File: src/hw/m_ext_macros.svh
// word width, iteration count and register map of the M-extension unit, include where needed
`ifndef M_EXT_MACROS_SVH
`define M_EXT_MACROS_SVH

// operand width in bits
`define M_XLEN 32

// one quotient or product bit per cycle
`define M_ITERS 32

// byte offsets on the Wishbone port
`define M_ADR_A      4'h0
`define M_ADR_B      4'h4
`define M_ADR_CTRL   4'h8
`define M_ADR_RESULT 4'hC

`endif

File: src/hw/m_extension_pkg.sv
// operation codes and bus/request structs shared by the M-extension modules, import where used
`default_nettype none

`include "m_ext_macros.svh"

package m_extension_pkg;

    // funct3 encodings of the RISC-V M extension
    typedef enum logic [2:0] {
        mul    = 3'd0,
        mulh   = 3'd1,
        mulhsu = 3'd2,
        mulhu  = 3'd3,
        div    = 3'd4,
        divu   = 3'd5,
        rem    = 3'd6,
        remu   = 3'd7
    } m_funct3;

    // host to slave, Wishbone classic
    typedef struct packed {
        logic                cyc;
        logic                stb;
        logic                we;
        logic [3:0]          adr;
        logic [3:0]          sel;
        logic [`M_XLEN-1:0]  dat;
    } wb_req_t;

    // slave to host
    typedef struct packed {
        logic                ack;
        logic [`M_XLEN-1:0]  dat;
    } wb_rsp_t;

    // operation handed to the arithmetic unit
    typedef struct packed {
        m_funct3             op;
        logic [`M_XLEN-1:0]  a;
        logic [`M_XLEN-1:0]  b;
    } m_req_t;

endpackage

`default_nettype wire

File: src/hw/m_multiplier.sv
// iterative shift-add multiplier for mul, mulh, mulhsu and mulhu, one bit of b per cycle
`timescale 1ns/10ps
`default_nettype none

`include "m_ext_macros.svh"

module m_multiplier
    import m_extension_pkg::*;
(
    input  wire logic              clk,
    input  wire logic              rst,
    input  wire logic              start,
    input  wire m_req_t            req,
    output logic                   done,
    output logic [`M_XLEN-1:0]     product
);

    localparam int CNT_W = $clog2(`M_ITERS + 1);

    typedef enum logic [1:0] {
        s_idle,
        s_shift,
        s_done
    } state_t;

    state_t                 state;
    logic                   start_q;
    logic [CNT_W-1:0]       count;

    logic [2*`M_XLEN-1:0]   acc;
    logic [2*`M_XLEN-1:0]   mcand;
    logic [`M_XLEN-1:0]     mplier;
    logic                   b_signed;
    logic                   hi_word;

    logic                   a_signed;

    assign a_signed = (req.op == mulh) || (req.op == mulhsu);

    always_ff @(posedge clk) begin
        if (rst) begin
            state   <= s_idle;
            start_q <= 1'b0;
            count   <= '0;
        end else begin
            start_q <= start;
            case (state)
                s_idle: begin
                    if (start_q) begin
                        state <= s_shift;
                        count <= CNT_W'(`M_ITERS);
                    end
                end
                s_shift: begin
                    count <= count - 1'b1;
                    if (count == CNT_W'(1)) begin
                        state <= s_done;
                    end
                end
                s_done: begin
                    state <= s_idle;
                end
                default: begin
                    state <= s_idle;
                end
            endcase
        end
    end

    always_ff @(posedge clk) begin
        if (state == s_idle && start_q) begin
            acc      <= '0;
            mcand    <= {{`M_XLEN{a_signed & req.a[`M_XLEN-1]}}, req.a};
            mplier   <= req.b;
            b_signed <= (req.op == mulh);
            hi_word  <= (req.op != mul);
        end else if (state == s_shift) begin
            // sign bit of a signed b carries negative weight
            if (mplier[0]) begin
                if (b_signed && count == CNT_W'(1)) begin
                    acc <= acc - mcand;
                end else begin
                    acc <= acc + mcand;
                end
            end
            mcand  <= mcand << 1;
            mplier <= mplier >> 1;
        end
    end

    assign done    = (state == s_done);
    assign product = hi_word ? acc[2*`M_XLEN-1:`M_XLEN] : acc[`M_XLEN-1:0];

endmodule

`default_nettype wire

File: src/hw/m_divider.sv
// radix-2 restoring divider for div, divu, rem and remu, started by a one-cycle start pulse
`timescale 1ns/10ps
`default_nettype none

`include "m_ext_macros.svh"

module m_divider
    import m_extension_pkg::*;
(
    input  wire logic              clk,
    input  wire logic              rst,
    input  wire logic              start,
    input  wire m_req_t            req,
    output logic                   done,
    output logic [`M_XLEN-1:0]     quotient,
    output logic [`M_XLEN-1:0]     remainder
);

    localparam int CNT_W = $clog2(`M_ITERS + 1);

    typedef enum logic [1:0] {
        s_idle,
        s_shift,
        s_done
    } state_t;

    state_t                 state;
    logic                   start_q;
    logic [CNT_W-1:0]       count;

    // upper half partial remainder, lower half dividend shifting into quotient
    logic [2*`M_XLEN-1:0]   data;
    logic [`M_XLEN-1:0]     dvsr;
    logic                   q_neg;
    logic                   r_neg;

    logic                   signed_op;
    logic                   dvsr_zero;
    logic                   overflow;
    logic [`M_XLEN-1:0]     a_mag;
    logic [`M_XLEN-1:0]     b_mag;
    logic [`M_XLEN:0]       part;
    logic [`M_XLEN:0]       diff;

    assign signed_op = (req.op == div) || (req.op == rem);
    assign dvsr_zero = (req.b == '0);
    assign overflow  = signed_op && (req.a == {1'b1, {(`M_XLEN-1){1'b0}}}) && (&req.b);

    assign a_mag = (signed_op && req.a[`M_XLEN-1]) ? -req.a : req.a;
    assign b_mag = (signed_op && req.b[`M_XLEN-1]) ? -req.b : req.b;

    // shifted remainder needs one extra bit before the trial subtraction
    assign part = data[2*`M_XLEN-1:`M_XLEN-1];
    assign diff = part - {1'b0, dvsr};

    always_ff @(posedge clk) begin
        if (rst) begin
            state   <= s_idle;
            start_q <= 1'b0;
            count   <= '0;
        end else begin
            start_q <= start;
            case (state)
                s_idle: begin
                    if (start_q) begin
                        if (dvsr_zero || overflow) begin
                            state <= s_done;
                        end else begin
                            state <= s_shift;
                            count <= CNT_W'(`M_ITERS);
                        end
                    end
                end
                s_shift: begin
                    count <= count - 1'b1;
                    if (count == CNT_W'(1)) begin
                        state <= s_done;
                    end
                end
                s_done: begin
                    state <= s_idle;
                end
                default: begin
                    state <= s_idle;
                end
            endcase
        end
    end

    always_ff @(posedge clk) begin
        if (state == s_idle && start_q) begin
            dvsr  <= b_mag;
            q_neg <= 1'b0;
            r_neg <= 1'b0;
            if (dvsr_zero) begin
                // all-ones quotient, dividend passes through as remainder
                data <= {req.a, {`M_XLEN{1'b1}}};
            end else if (overflow) begin
                data <= {{`M_XLEN{1'b0}}, 1'b1, {(`M_XLEN-1){1'b0}}};
            end else begin
                data  <= {{`M_XLEN{1'b0}}, a_mag};
                q_neg <= signed_op && (req.a[`M_XLEN-1] ^ req.b[`M_XLEN-1]);
                r_neg <= signed_op && req.a[`M_XLEN-1];
            end
        end else if (state == s_shift) begin
            if (!diff[`M_XLEN]) begin
                data <= {diff[`M_XLEN-1:0], data[`M_XLEN-2:0], 1'b1};
            end else begin
                data <= {part[`M_XLEN-1:0], data[`M_XLEN-2:0], 1'b0};
            end
        end
    end

    assign done = (state == s_done);

    // truncation toward zero, remainder follows the dividend
    assign quotient  = q_neg ? -data[`M_XLEN-1:0] : data[`M_XLEN-1:0];
    assign remainder = r_neg ? -data[2*`M_XLEN-1:`M_XLEN] : data[2*`M_XLEN-1:`M_XLEN];

endmodule

`default_nettype wire

File: src/hw/m_unit.sv
// routes one M operation to the multiplier or the divider and returns busy, done and result
`timescale 1ns/10ps
`default_nettype none

`include "m_ext_macros.svh"

module m_unit
    import m_extension_pkg::*;
(
    input  wire logic              clk,
    input  wire logic              rst,
    input  wire logic              start,
    input  wire m_req_t            req,
    output logic                   busy,
    output logic                   done,
    output logic [`M_XLEN-1:0]     result
);

    logic                   busy_q;
    logic                   div_sel;
    logic                   mul_start;
    logic                   div_start;
    logic                   mul_done;
    logic                   div_done;
    logic [`M_XLEN-1:0]     product;
    logic [`M_XLEN-1:0]     quotient;
    logic [`M_XLEN-1:0]     remainder;

    // funct3 bit 2 splits divide ops from multiply ops
    assign div_sel   = req.op[2];
    assign mul_start = start && !busy_q && !div_sel;
    assign div_start = start && !busy_q && div_sel;

    always_ff @(posedge clk) begin
        if (rst) begin
            busy_q <= 1'b0;
        end else if (mul_start || div_start) begin
            busy_q <= 1'b1;
        end else if (done) begin
            busy_q <= 1'b0;
        end
    end

    assign busy = busy_q || mul_start || div_start;
    assign done = div_sel ? div_done : mul_done;

    // bit 1 picks rem/remu over div/divu
    always_comb begin
        if (!div_sel) begin
            result = product;
        end else if (req.op[1]) begin
            result = remainder;
        end else begin
            result = quotient;
        end
    end

    m_multiplier u_mul (
        .clk     (clk),
        .rst     (rst),
        .start   (mul_start),
        .req     (req),
        .done    (mul_done),
        .product (product)
    );

    m_divider u_div (
        .clk       (clk),
        .rst       (rst),
        .start     (div_start),
        .req       (req),
        .done      (div_done),
        .quotient  (quotient),
        .remainder (remainder)
    );

endmodule

`default_nettype wire

File: src/hw/m_wb_regs.sv
// Wishbone classic register block holding operands, control, status and the last result
`timescale 1ns/10ps
`default_nettype none

`include "m_ext_macros.svh"

module m_wb_regs
    import m_extension_pkg::*;
(
    input  wire logic              clk,
    input  wire logic              rst,
    input  wire wb_req_t           wb_req,
    output wb_rsp_t                wb_rsp,
    input  wire logic              busy,
    input  wire logic              done,
    input  wire logic [`M_XLEN-1:0] result,
    output logic                   start,
    output m_req_t                 req
);

    logic                   ack_q;
    logic [`M_XLEN-1:0]     rdat_q;
    logic [`M_XLEN-1:0]     reg_a;
    logic [`M_XLEN-1:0]     reg_b;
    logic [`M_XLEN-1:0]     reg_result;
    m_funct3                op_q;
    logic                   done_q;
    logic                   start_q;

    logic                   access;
    logic                   wr;
    logic                   go;

    function automatic logic [`M_XLEN-1:0] merge_bytes(
        input logic [`M_XLEN-1:0] old_word,
        input logic [`M_XLEN-1:0] new_word,
        input logic [3:0]         sel
    );
        logic [`M_XLEN-1:0] word;
        word = old_word;
        for (int i = 0; i < 4; i++) begin
            if (sel[i]) begin
                word[8*i +: 8] = new_word[8*i +: 8];
            end
        end
        return word;
    endfunction

    // a new request is taken only while no ack is outstanding
    assign access = wb_req.cyc && wb_req.stb && !ack_q;
    assign wr     = access && wb_req.we;
    assign go     = wr && (wb_req.adr == `M_ADR_CTRL) && !busy;

    always_ff @(posedge clk) begin
        if (rst) begin
            ack_q      <= 1'b0;
            start_q    <= 1'b0;
            rdat_q     <= '0;
            reg_a      <= '0;
            reg_b      <= '0;
            reg_result <= '0;
            op_q       <= mul;
            done_q     <= 1'b0;
        end else begin
            ack_q   <= access;
            start_q <= go;

            if (wr && wb_req.adr == `M_ADR_A) begin
                reg_a <= merge_bytes(reg_a, wb_req.dat, wb_req.sel);
            end
            if (wr && wb_req.adr == `M_ADR_B) begin
                reg_b <= merge_bytes(reg_b, wb_req.dat, wb_req.sel);
            end
            if (go) begin
                op_q <= m_funct3'(wb_req.dat[2:0]);
            end

            // sticky until the next accepted start
            if (go) begin
                done_q <= 1'b0;
            end else if (done) begin
                done_q <= 1'b1;
            end

            if (done) begin
                reg_result <= result;
            end

            if (access && !wb_req.we) begin
                case (wb_req.adr)
                    `M_ADR_A:      rdat_q <= reg_a;
                    `M_ADR_B:      rdat_q <= reg_b;
                    `M_ADR_CTRL:   rdat_q <= {{(`M_XLEN-2){1'b0}}, done_q, busy};
                    `M_ADR_RESULT: rdat_q <= reg_result;
                    default:       rdat_q <= '0;
                endcase
            end
        end
    end

    assign wb_rsp.ack = ack_q;
    assign wb_rsp.dat = rdat_q;

    assign start  = start_q;
    assign req.op = op_q;
    assign req.a  = reg_a;
    assign req.b  = reg_b;

endmodule

`default_nettype wire

File: src/hw/m_ext_top.sv
// top level of the M-extension unit, Wishbone slave in front of the arithmetic unit
`timescale 1ns/10ps
`default_nettype none

`include "m_ext_macros.svh"

module m_ext_top
    import m_extension_pkg::*;
(
    input  wire logic    clk,
    input  wire logic    rst,
    input  wire wb_req_t wb_req,
    output wb_rsp_t      wb_rsp
);

    logic                   start;
    logic                   busy;
    logic                   done;
    logic [`M_XLEN-1:0]     result;
    m_req_t                 req;

    m_wb_regs u_regs (
        .clk    (clk),
        .rst    (rst),
        .wb_req (wb_req),
        .wb_rsp (wb_rsp),
        .busy   (busy),
        .done   (done),
        .result (result),
        .start  (start),
        .req    (req)
    );

    m_unit u_unit (
        .clk    (clk),
        .rst    (rst),
        .start  (start),
        .req    (req),
        .busy   (busy),
        .done   (done),
        .result (result)
    );

endmodule

`default_nettype wire

File: config.mk
export PLATFORM = sky130hd
export DESIGN_NAME = m_ext_top
export DESIGN_NICKNAME = d
export VERILOG_FILES = /design/src/hw/m_extension_pkg.sv /design/src/hw/m_multiplier.sv /design/src/hw/m_divider.sv /design/src/hw/m_unit.sv /design/src/hw/m_wb_regs.sv /design/src/hw/m_ext_top.sv
export VERILOG_INCLUDE_DIRS = /design/src /design/src/hw
export SDC_FILE = /design/constraint.sdc
export NUM_CORES = 1
export LEC_CHECK = 0
export BUFFER_PORTS_ARGS = -buffer_cell sky130_fd_sc_hd__buf_2
export CAP_MARGIN = 20
export CORE_MARGIN = 5
export CORE_UTILIZATION = 45
export DETAILED_ROUTE_END_ITERATION = 8
export PLACE_DENSITY = 0.64
export SYNTH_ARGS = -nofsm -noshare
export SYNTH_HDL_FRONTEND = slang
export SYNTH_SLANG_ARGS = --single-unit
export TNS_END_PERCENT = 1
File: constraint.sdc
create_clock -name clk -period 13.66 [get_ports clk]
set_clock_uncertainty 0.15 [all_clocks]
set_input_delay 2.732 -clock clk [delete_from_list [all_inputs] [get_ports clk]]
set_output_delay 2.732 -clock clk [all_outputs]
set_load 0.05 [all_outputs]
==> results of run 1 <==
[cell families after synthesis]
group / Yosys count / share of synthesized area, %
buffers and inverters: 312 / 4.43
and+or+nand+nor: 1255 / 21.0
adders and majority gates: 107 / 5.05
DFF: 413 / 38.2
muxes: 69 / 2.63
AOI/OAI and AO/OA: 903 / 20.2
xor gates and xnor gates: 260 / 8.50
[per-layer routing]
layer / wire length [um] / vias up / track usage [%]
met3: 8240 / 213 / 4.60
met4: 4140 / 2 / 10.6
met2: 40700 / 1212 / 42.3
li1: - / 11700 / -
met1: 39500 / 12000 / 39.0
met5: 41 / - / 0.526
[synthesized netlist by cell type (6+ instances only)]
cell type / number / area [um2]
nand4_1: 45 / 282
dfxtp_1: 217 / 4340
or4_1: 24 / 180
or2_2: 9 / 56.3
or3_1: 31 / 194
edfxtp_1: 196 / 5890
nand3b_1: 6 / 45.0
nor2b_1: 19 / 119
and2_1: 8 / 50.1
nor3b_1: 6 / 45.0
mux2_2: 12 / 135
nand2b_1: 20 / 125
o21ai_0: 183 / 916
a21oi_1: 389 / 1950
a22oi_1: 34 / 255
and3_1: 15 / 93.8
inv_1: 78 / 293
o41ai_1: 28 / 245
ha_1: 105 / 1310
nand2_1: 613 / 2300
buf_1: 15 / 56.3
nand3_1: 117 / 586
clkbuf_1: 213 / 800
nor3_1: 46 / 230
o21a_1: 11 / 82.6
xor2_1: 123 / 1080
a21o_1: 51 / 383
a21boi_0: 6 / 45.0
nor4_1: 31 / 194
o21bai_1: 16 / 120
nor4b_1: 8 / 70.1
a31oi_1: 36 / 225
o31ai_1: 43 / 323
nor2_1: 238 / 893
a211oi_1: 26 / 195
xnor2_1: 137 / 1200
o211ai_1: 41 / 308
mux2i_1: 57 / 571
[sequential cells by signal, summed over array words and instances, names as in the netlist, 2 cells and up]
| register | cells |
|---|---|
| u_unit.u_div.count | 6 |
| u_unit.u_mul.mcand | 64 |
| u_regs.op_q | 3 |
| u_regs.reg_result | 32 |
| u_unit.u_div.dvsr | 32 |
| u_unit.u_mul.mplier | 32 |
| u_unit.u_mul.acc | 64 |
| u_unit.u_div.state | 2 |
| u_unit.u_mul.count | 6 |
| u_regs.reg_a | 32 |
| u_regs.rdat_q | 32 |
| u_unit.u_div.data | 64 |
| u_unit.u_mul.state | 2 |
| u_regs.reg_b | 32 |
[final cells by class]
type | count | area (um2) | share of cell area [%]
Multi-Input combinational cell | 2594 | 15400 | 52.6
Sequential cell | 413 | 10200 | 34.9
Clock buffer | 63 | 1320 | 4.50
Tap cell | 773 | 967 | 3.30
Timing Repair Buffer | 115 | 713 | 2.43
Clock inverter | 28 | 359 | 1.22
Inverter | 79 | 298 | 1.02
[where the power goes]
group,total (W),internal [W],switching (W)
clock,0.00138,0.000819,0.000561
sequential,0.00132,0.00130,0.0000234
combinational,0.000196,0.0000707,0.000125
[worst min-delay path, stage by stage, from the launching register on]
cell     delay [ns]
dfxtp_1        0.31
nand2_1        0.05
a21oi_1        0.05
[metrics by stage]
step / instance area [um2] / instances / worst slack [ns] / hold slack, ns
CTS: 29300 / 4064 / 7.65 / 0.310
floorplan: 26800 / 3319 / 8.49 / 0.282
detailed placement: 27600 / 3973 / 7.67 / 0.298
global placement: 27600 / 3972 / 7.69 / 0.290
finish: 29300 / 4065 / 7.69 / 0.309
global route: 29300 / 4065 / 7.21 / 0.325
[worst paths after layout]
check,start,end,slack (ns)
worst max-delay path,u_unit.u_mul.mcand[3],u_unit.u_mul.acc[56],7.69
worst min-delay path,u_regs.reg_result[16],u_regs.reg_result[16],0.31
worst min register to register,u_regs.reg_result[16],u_regs.reg_result[16],0.31
worst max register to register,u_unit.u_mul.mcand[3],u_unit.u_mul.acc[56],7.69
==> results.cfg, run 1 <==
[run_status]
status = complete, no violations

[final_layout]
mostFrequentLayoutCells = nand2_1, a21oi_1, nor2_1
drive_gt1_share_pct = 7.50
postLayoutCoreUtil_pct = 49.7
n_fill_cell = 5723
n_antenna_cell = 0
syn_to_final_growth_pct = 9.45
nets = 3404
final_common_cell = nand2_1

[critical_path]
cp_num_cells = 17
start_kind = flip-flop
reg2regPathDepth = 17
worst_ep_required_time_ns = 14.04
slowest_delay_ns = 0.77
worstPathMaxFanout = 8
crit_top_cell = nand2_1
critPathArrivalTime_ns = 6.34
slowest_stage = a2111oi_0
worstSetupPathType = reg2reg
worstPathCellList = or2_1 -> or4_1 -> nor3_1 -> nand2_1 -> o41ai_1 -> xor2_1 -> ha_1 -> nand2_1 -> o21ai_0 -> a2111oi_0 -> o32ai_1 -> nor4b_1 -> o31ai_1 -> a31oi_1 -> xnor2_1 -> nand2_1 -> a21oi_1
path_delay_family = simple AND/OR/NAND/NOR gates
cp-end-kind = flip-flop
crit_buf_inv = 0

[worst_hold_path]
hold_path.class = reg2reg
hold-path-cell-count = 2

[timing]
min_period_over_period_pct = 43.7
finalHoldViolCount = 0
finalCriticalPeriod_ns = 5.97
drv_slew = 0
slew_headroom_pct = 24.8
rsz0062_at_grt = no
tightest_slew_ns = 1.13
final.setup.tns_ns = 0
setup_viol = 0
max_freq_ghz = 0.168

[detailed_routing]
drc = 0
drt_wl_total_um = 92600
num_vias = 25100
wl_per_cell_um = 22.8
drt_first_pass_iters = 6
antenna_left = 0
via_per_inst = 6.17
drtIter0Drc = 2819

[clock_network]
worst_setup_hold_path_clk_slew_ns = 0.06
cts-htree-levels = 2
cts_tree = yes
cts.sinks = 413
cts_post_setup_buffers_inserted = 0
clk_latency_ns = 0.60
clock_path_buffers = 3
hold_buffers = 0
numCtsBuffers = 49
cts_resized = 0
clockRootBuffer = clkbuf_16

[floorplan]
rows = 89
core_region_area_um2 = 59000
die_x_um = 254
die_area_um2 = 64500
start_util_pct = 45.4
io_pins = 78
die_h_um = 254

[pwr]
p_leak_nw = 11.4
p_per_area_nw_per_um2 = 98.8
total_power_w = 0.00290
vdd.ir_drop.worst_uv = 89.4

[grt]
grt_max_degree = 102
grt_pass1_vias = 23100
grt_remaining_overflow = 0
grt_antenna_before_repair = 1
grt_pass1_wl_um = 140000
grtUsageTotal_pct = 27.6

[flow_run]
cap_violations = 0

[synth]
synthCells = 3319
syn_area_um2 = 26800
yosys_warnings = 0
ys_seq_area_share_pct = 38.2
synth_cell_types = 80
synth_area_per_cell_um2 = 8.07
synth_nets = 3471
async_flop_share_pct = 0
ys.flop_type = dfxtp_1
synth_seq_cells = 413
synth_edf_count = 196

[placed_design]
gp_congestion = 0.998
io_buffers = 77
hpwl_um = 67700
Power figures use the tool's default switching activity.
==> run 2: changes to the inputs <==
--- a/config.mk
+++ b/config.mk
@@ -11,7 +11,7 @@
 export CORE_MARGIN = 5
 export CORE_UTILIZATION = 45
 export DETAILED_ROUTE_END_ITERATION = 8
-export PLACE_DENSITY = 0.64
+export PLACE_DENSITY = 0.66
 export SYNTH_ARGS = -nofsm -noshare
 export SYNTH_HDL_FRONTEND = slang
 export SYNTH_SLANG_ARGS = --single-unit
==> constraint.sdc (replaced) <==
create_clock -name clk -period 5.4 [get_ports clk]
set_clock_uncertainty 0.15 [all_clocks]
set_input_delay 1.08 -clock clk [delete_from_list [all_inputs] [get_ports clk]]
set_output_delay 1.08 -clock clk [all_outputs]
set_load 0.05 [all_outputs]
==> results.cfg, run 2 (synthesis results as in run 1) <==
[run_status]
status = complete, no violations

[critical_path]
start_kind = flip-flop
critPathArrivalTime_ns = 5.49
worst_ep_required_time_ns = 5.80
r2r_end = u_unit.u_mul.acc[57]
reg2regPathDepth = 22
worstPathMaxFanout = 4
ff2ff_setup_slack_ns = 0.30
cp-end-kind = flip-flop
worstSetupPathType = reg2reg
timing.rr.start = u_unit.u_mul.mcand[0]

[timing]
setup_viol = 0
drv_slew = 0
finalCriticalPeriod_ns = 5.10
slew_headroom_pct = 25.6
tightest_slew_ns = 1.12
final.setup.tns_ns = 0
min_period_over_period_pct = 94.4
rsz0062_at_grt = yes
max_freq_ghz = 0.196
finalHoldViolCount = 0

[final_layout]
n_antenna_cell = 0
multiInputGateArea_um2 = 15500
mostFrequentLayoutCells = nand2_1, a21oi_1, nor2_1
final_common_cell = nand2_1
stdcell_count = 4126
n_fill_cell = 5718
nets = 3467
largestRegisters = u_unit.u_div.data x64, u_unit.u_mul.acc x64, u_unit.u_mul.mcand x64
regArea_um2 = 10200
drive_gt1_share_pct = 9.60
syn_to_final_growth_pct = 11.5

[grt]
grt_antenna_before_repair = 2
grt_pass1_wl_um = 137000
grtUsageTotal_pct = 27.1
grt_max_degree = 72
grt_remaining_overflow = 0
grt_pass1_vias = 22700

[detailed_routing]
via_per_inst = 6.00
drc = 0
drtIter0Drc = 2721
drt_wl_total_um = 90500
drt_first_pass_iters = 7
antenna_left = 0
wl_per_cell_um = 21.9
num_vias = 24800

[clock_network]
clk_latency_ns = 0.61
cts.sinks = 413
clock_path_buffers = 3
numCtsBuffers = 49
worst_setup_hold_path_clk_slew_ns = 0.06
clockRootBuffer = clkbuf_16
cts_tree = yes
cts-htree-levels = 2

[pwr]
vdd.ir_drop.worst_uv = 240
p_per_area_nw_per_um2 = 245
p_leak_nw = 11.8

[placed_design]
hpwl_um = 66100
io_buffers = 77
gp_congestion = 0.953
dp_cells = 4037

[floorplan]
start_util_pct = 45.4
rows = 89
core_region_area_um2 = 59000
die_area_um2 = 64500
io_pins = 78
die_x_um = 254
die_h_um = 254

[worst_hold_path]
holdPathEnd = u_regs.reg_result[8]
hold_path.class = reg2reg
hold-path-cell-count = 2
worstHoldStart = u_regs.reg_result[8]

[flow_run]
cap_violations = 0
## run 2: changes by cell type in the layout (fill, tap and decap cells not counted), sizes merged
cell	change
inv	-1
clkbuf	+5
clkinv	-1
bufinv	-3
buf	+63
clkinvlp	-2
## run 2: cell type report
| type | instances | share of cell area, % |
|---|---|---|
| timing repair buffer | 178 | 3.94 |
| tap | 773 | 3.24 |
| clock buffer | 68 | 4.76 |
| inverter | 79 | 1.00 |
| multi-input combinational | 2594 | 52.0 |
| sequential | 413 | 34.2 |
| clock inverter | 21 | 0.862 |
## run 2: layer usage
metal | share of wire (%) | GRT usage (%) | vias to the layer above
li1 | - | - | 11800
met5 | 0.030 | 0 | -
met4 | 4.3 | 10.2 | 4
met1 | 43 | 38.2 | 11700
met3 | 8.3 | 4.64 | 216
met2 | 44 | 42.0 | 1065
## run 2: through the flow
step	setup WS, ns	utilization [%]	hold WS (ns)	instance area [um2]	total power [W]
3_5_place_dp	-0.107	47.7	0.296	28100	0.00391
4_1_cts	0.00999	50.5	0.307	29800	0.00736
6_report	0.302	50.6	0.305	29900	0.00733
2_1_floorplan	0.229	-	0.282	26800	0.00373
5_1_grt	-0.00933	50.6	0.324	29900	0.00757
3_3_place_gp	0.0294	47.6	0.291	28100	0.00392
## run 2: worst max-delay path by stage
stage / from / to / slack [ns] / depth (start not counted)
finish: u_unit.u_mul.mcand[0] / u_unit.u_mul.acc[57] / 0.30 / 22
global route: u_unit.u_mul.mcand[0] / u_unit.u_mul.acc[61] / -0.009 / 22
CTS: u_unit.u_mul.mcand[0] / u_unit.u_mul.acc[56] / 0.01 / 22
detailed placement: u_unit.u_mul.mcand[0] / u_unit.u_mul.acc[56] / -0.11 / 22
global placement: u_unit.u_mul.mcand[0] / u_unit.u_mul.acc[56] / 0.03 / 22
floorplan: u_unit.u_mul.mcand[3] / u_unit.u_mul.acc[57] / 0.23 / 20
## run 2: timing repair
item / 4_1_cts / 5_1_grt
hold buffers: 0 / 0
resized for setup: 1 / 21
pin swaps: 0 / 3
setup endpoints to repair: 1 / 18
buffers inserted: 0 / 0
## run 2: where the power goes
group / leakage (nW) / internal [W] / switching, W / total, W
registers: 3.45 / 0.00329 / 0.0000556 / 0.00334
clock network: 0.818 / 0.00204 / 0.00142 / 0.00346
logic: 7.49 / 0.000195 / 0.000324 / 0.000519
total: 11.8 / 0.00552 / 0.00180 / 0.00733
## run 2: critical path: stages (launching register included)
cell      delay [ns]
edfxtp_1        0.38
inv_1           0.09
ha_1            0.17
nand2b_1        0.07
or4_4           0.44
nor3_2          0.17
nand2_1         0.12
or4_1           0.50
or3_4           0.37
o21ai_1         0.17
xor2_1          0.12
ha_1            0.31
buf_4           0.12
a21o_1          0.10
a21oi_1         0.06
o21ai_0         0.33
o21ai_0         0.14
and2_1          0.19
or3_1           0.34
nor2_1          0.11
o21ai_1         0.12
or4_1           0.41
nand3_1         0.07
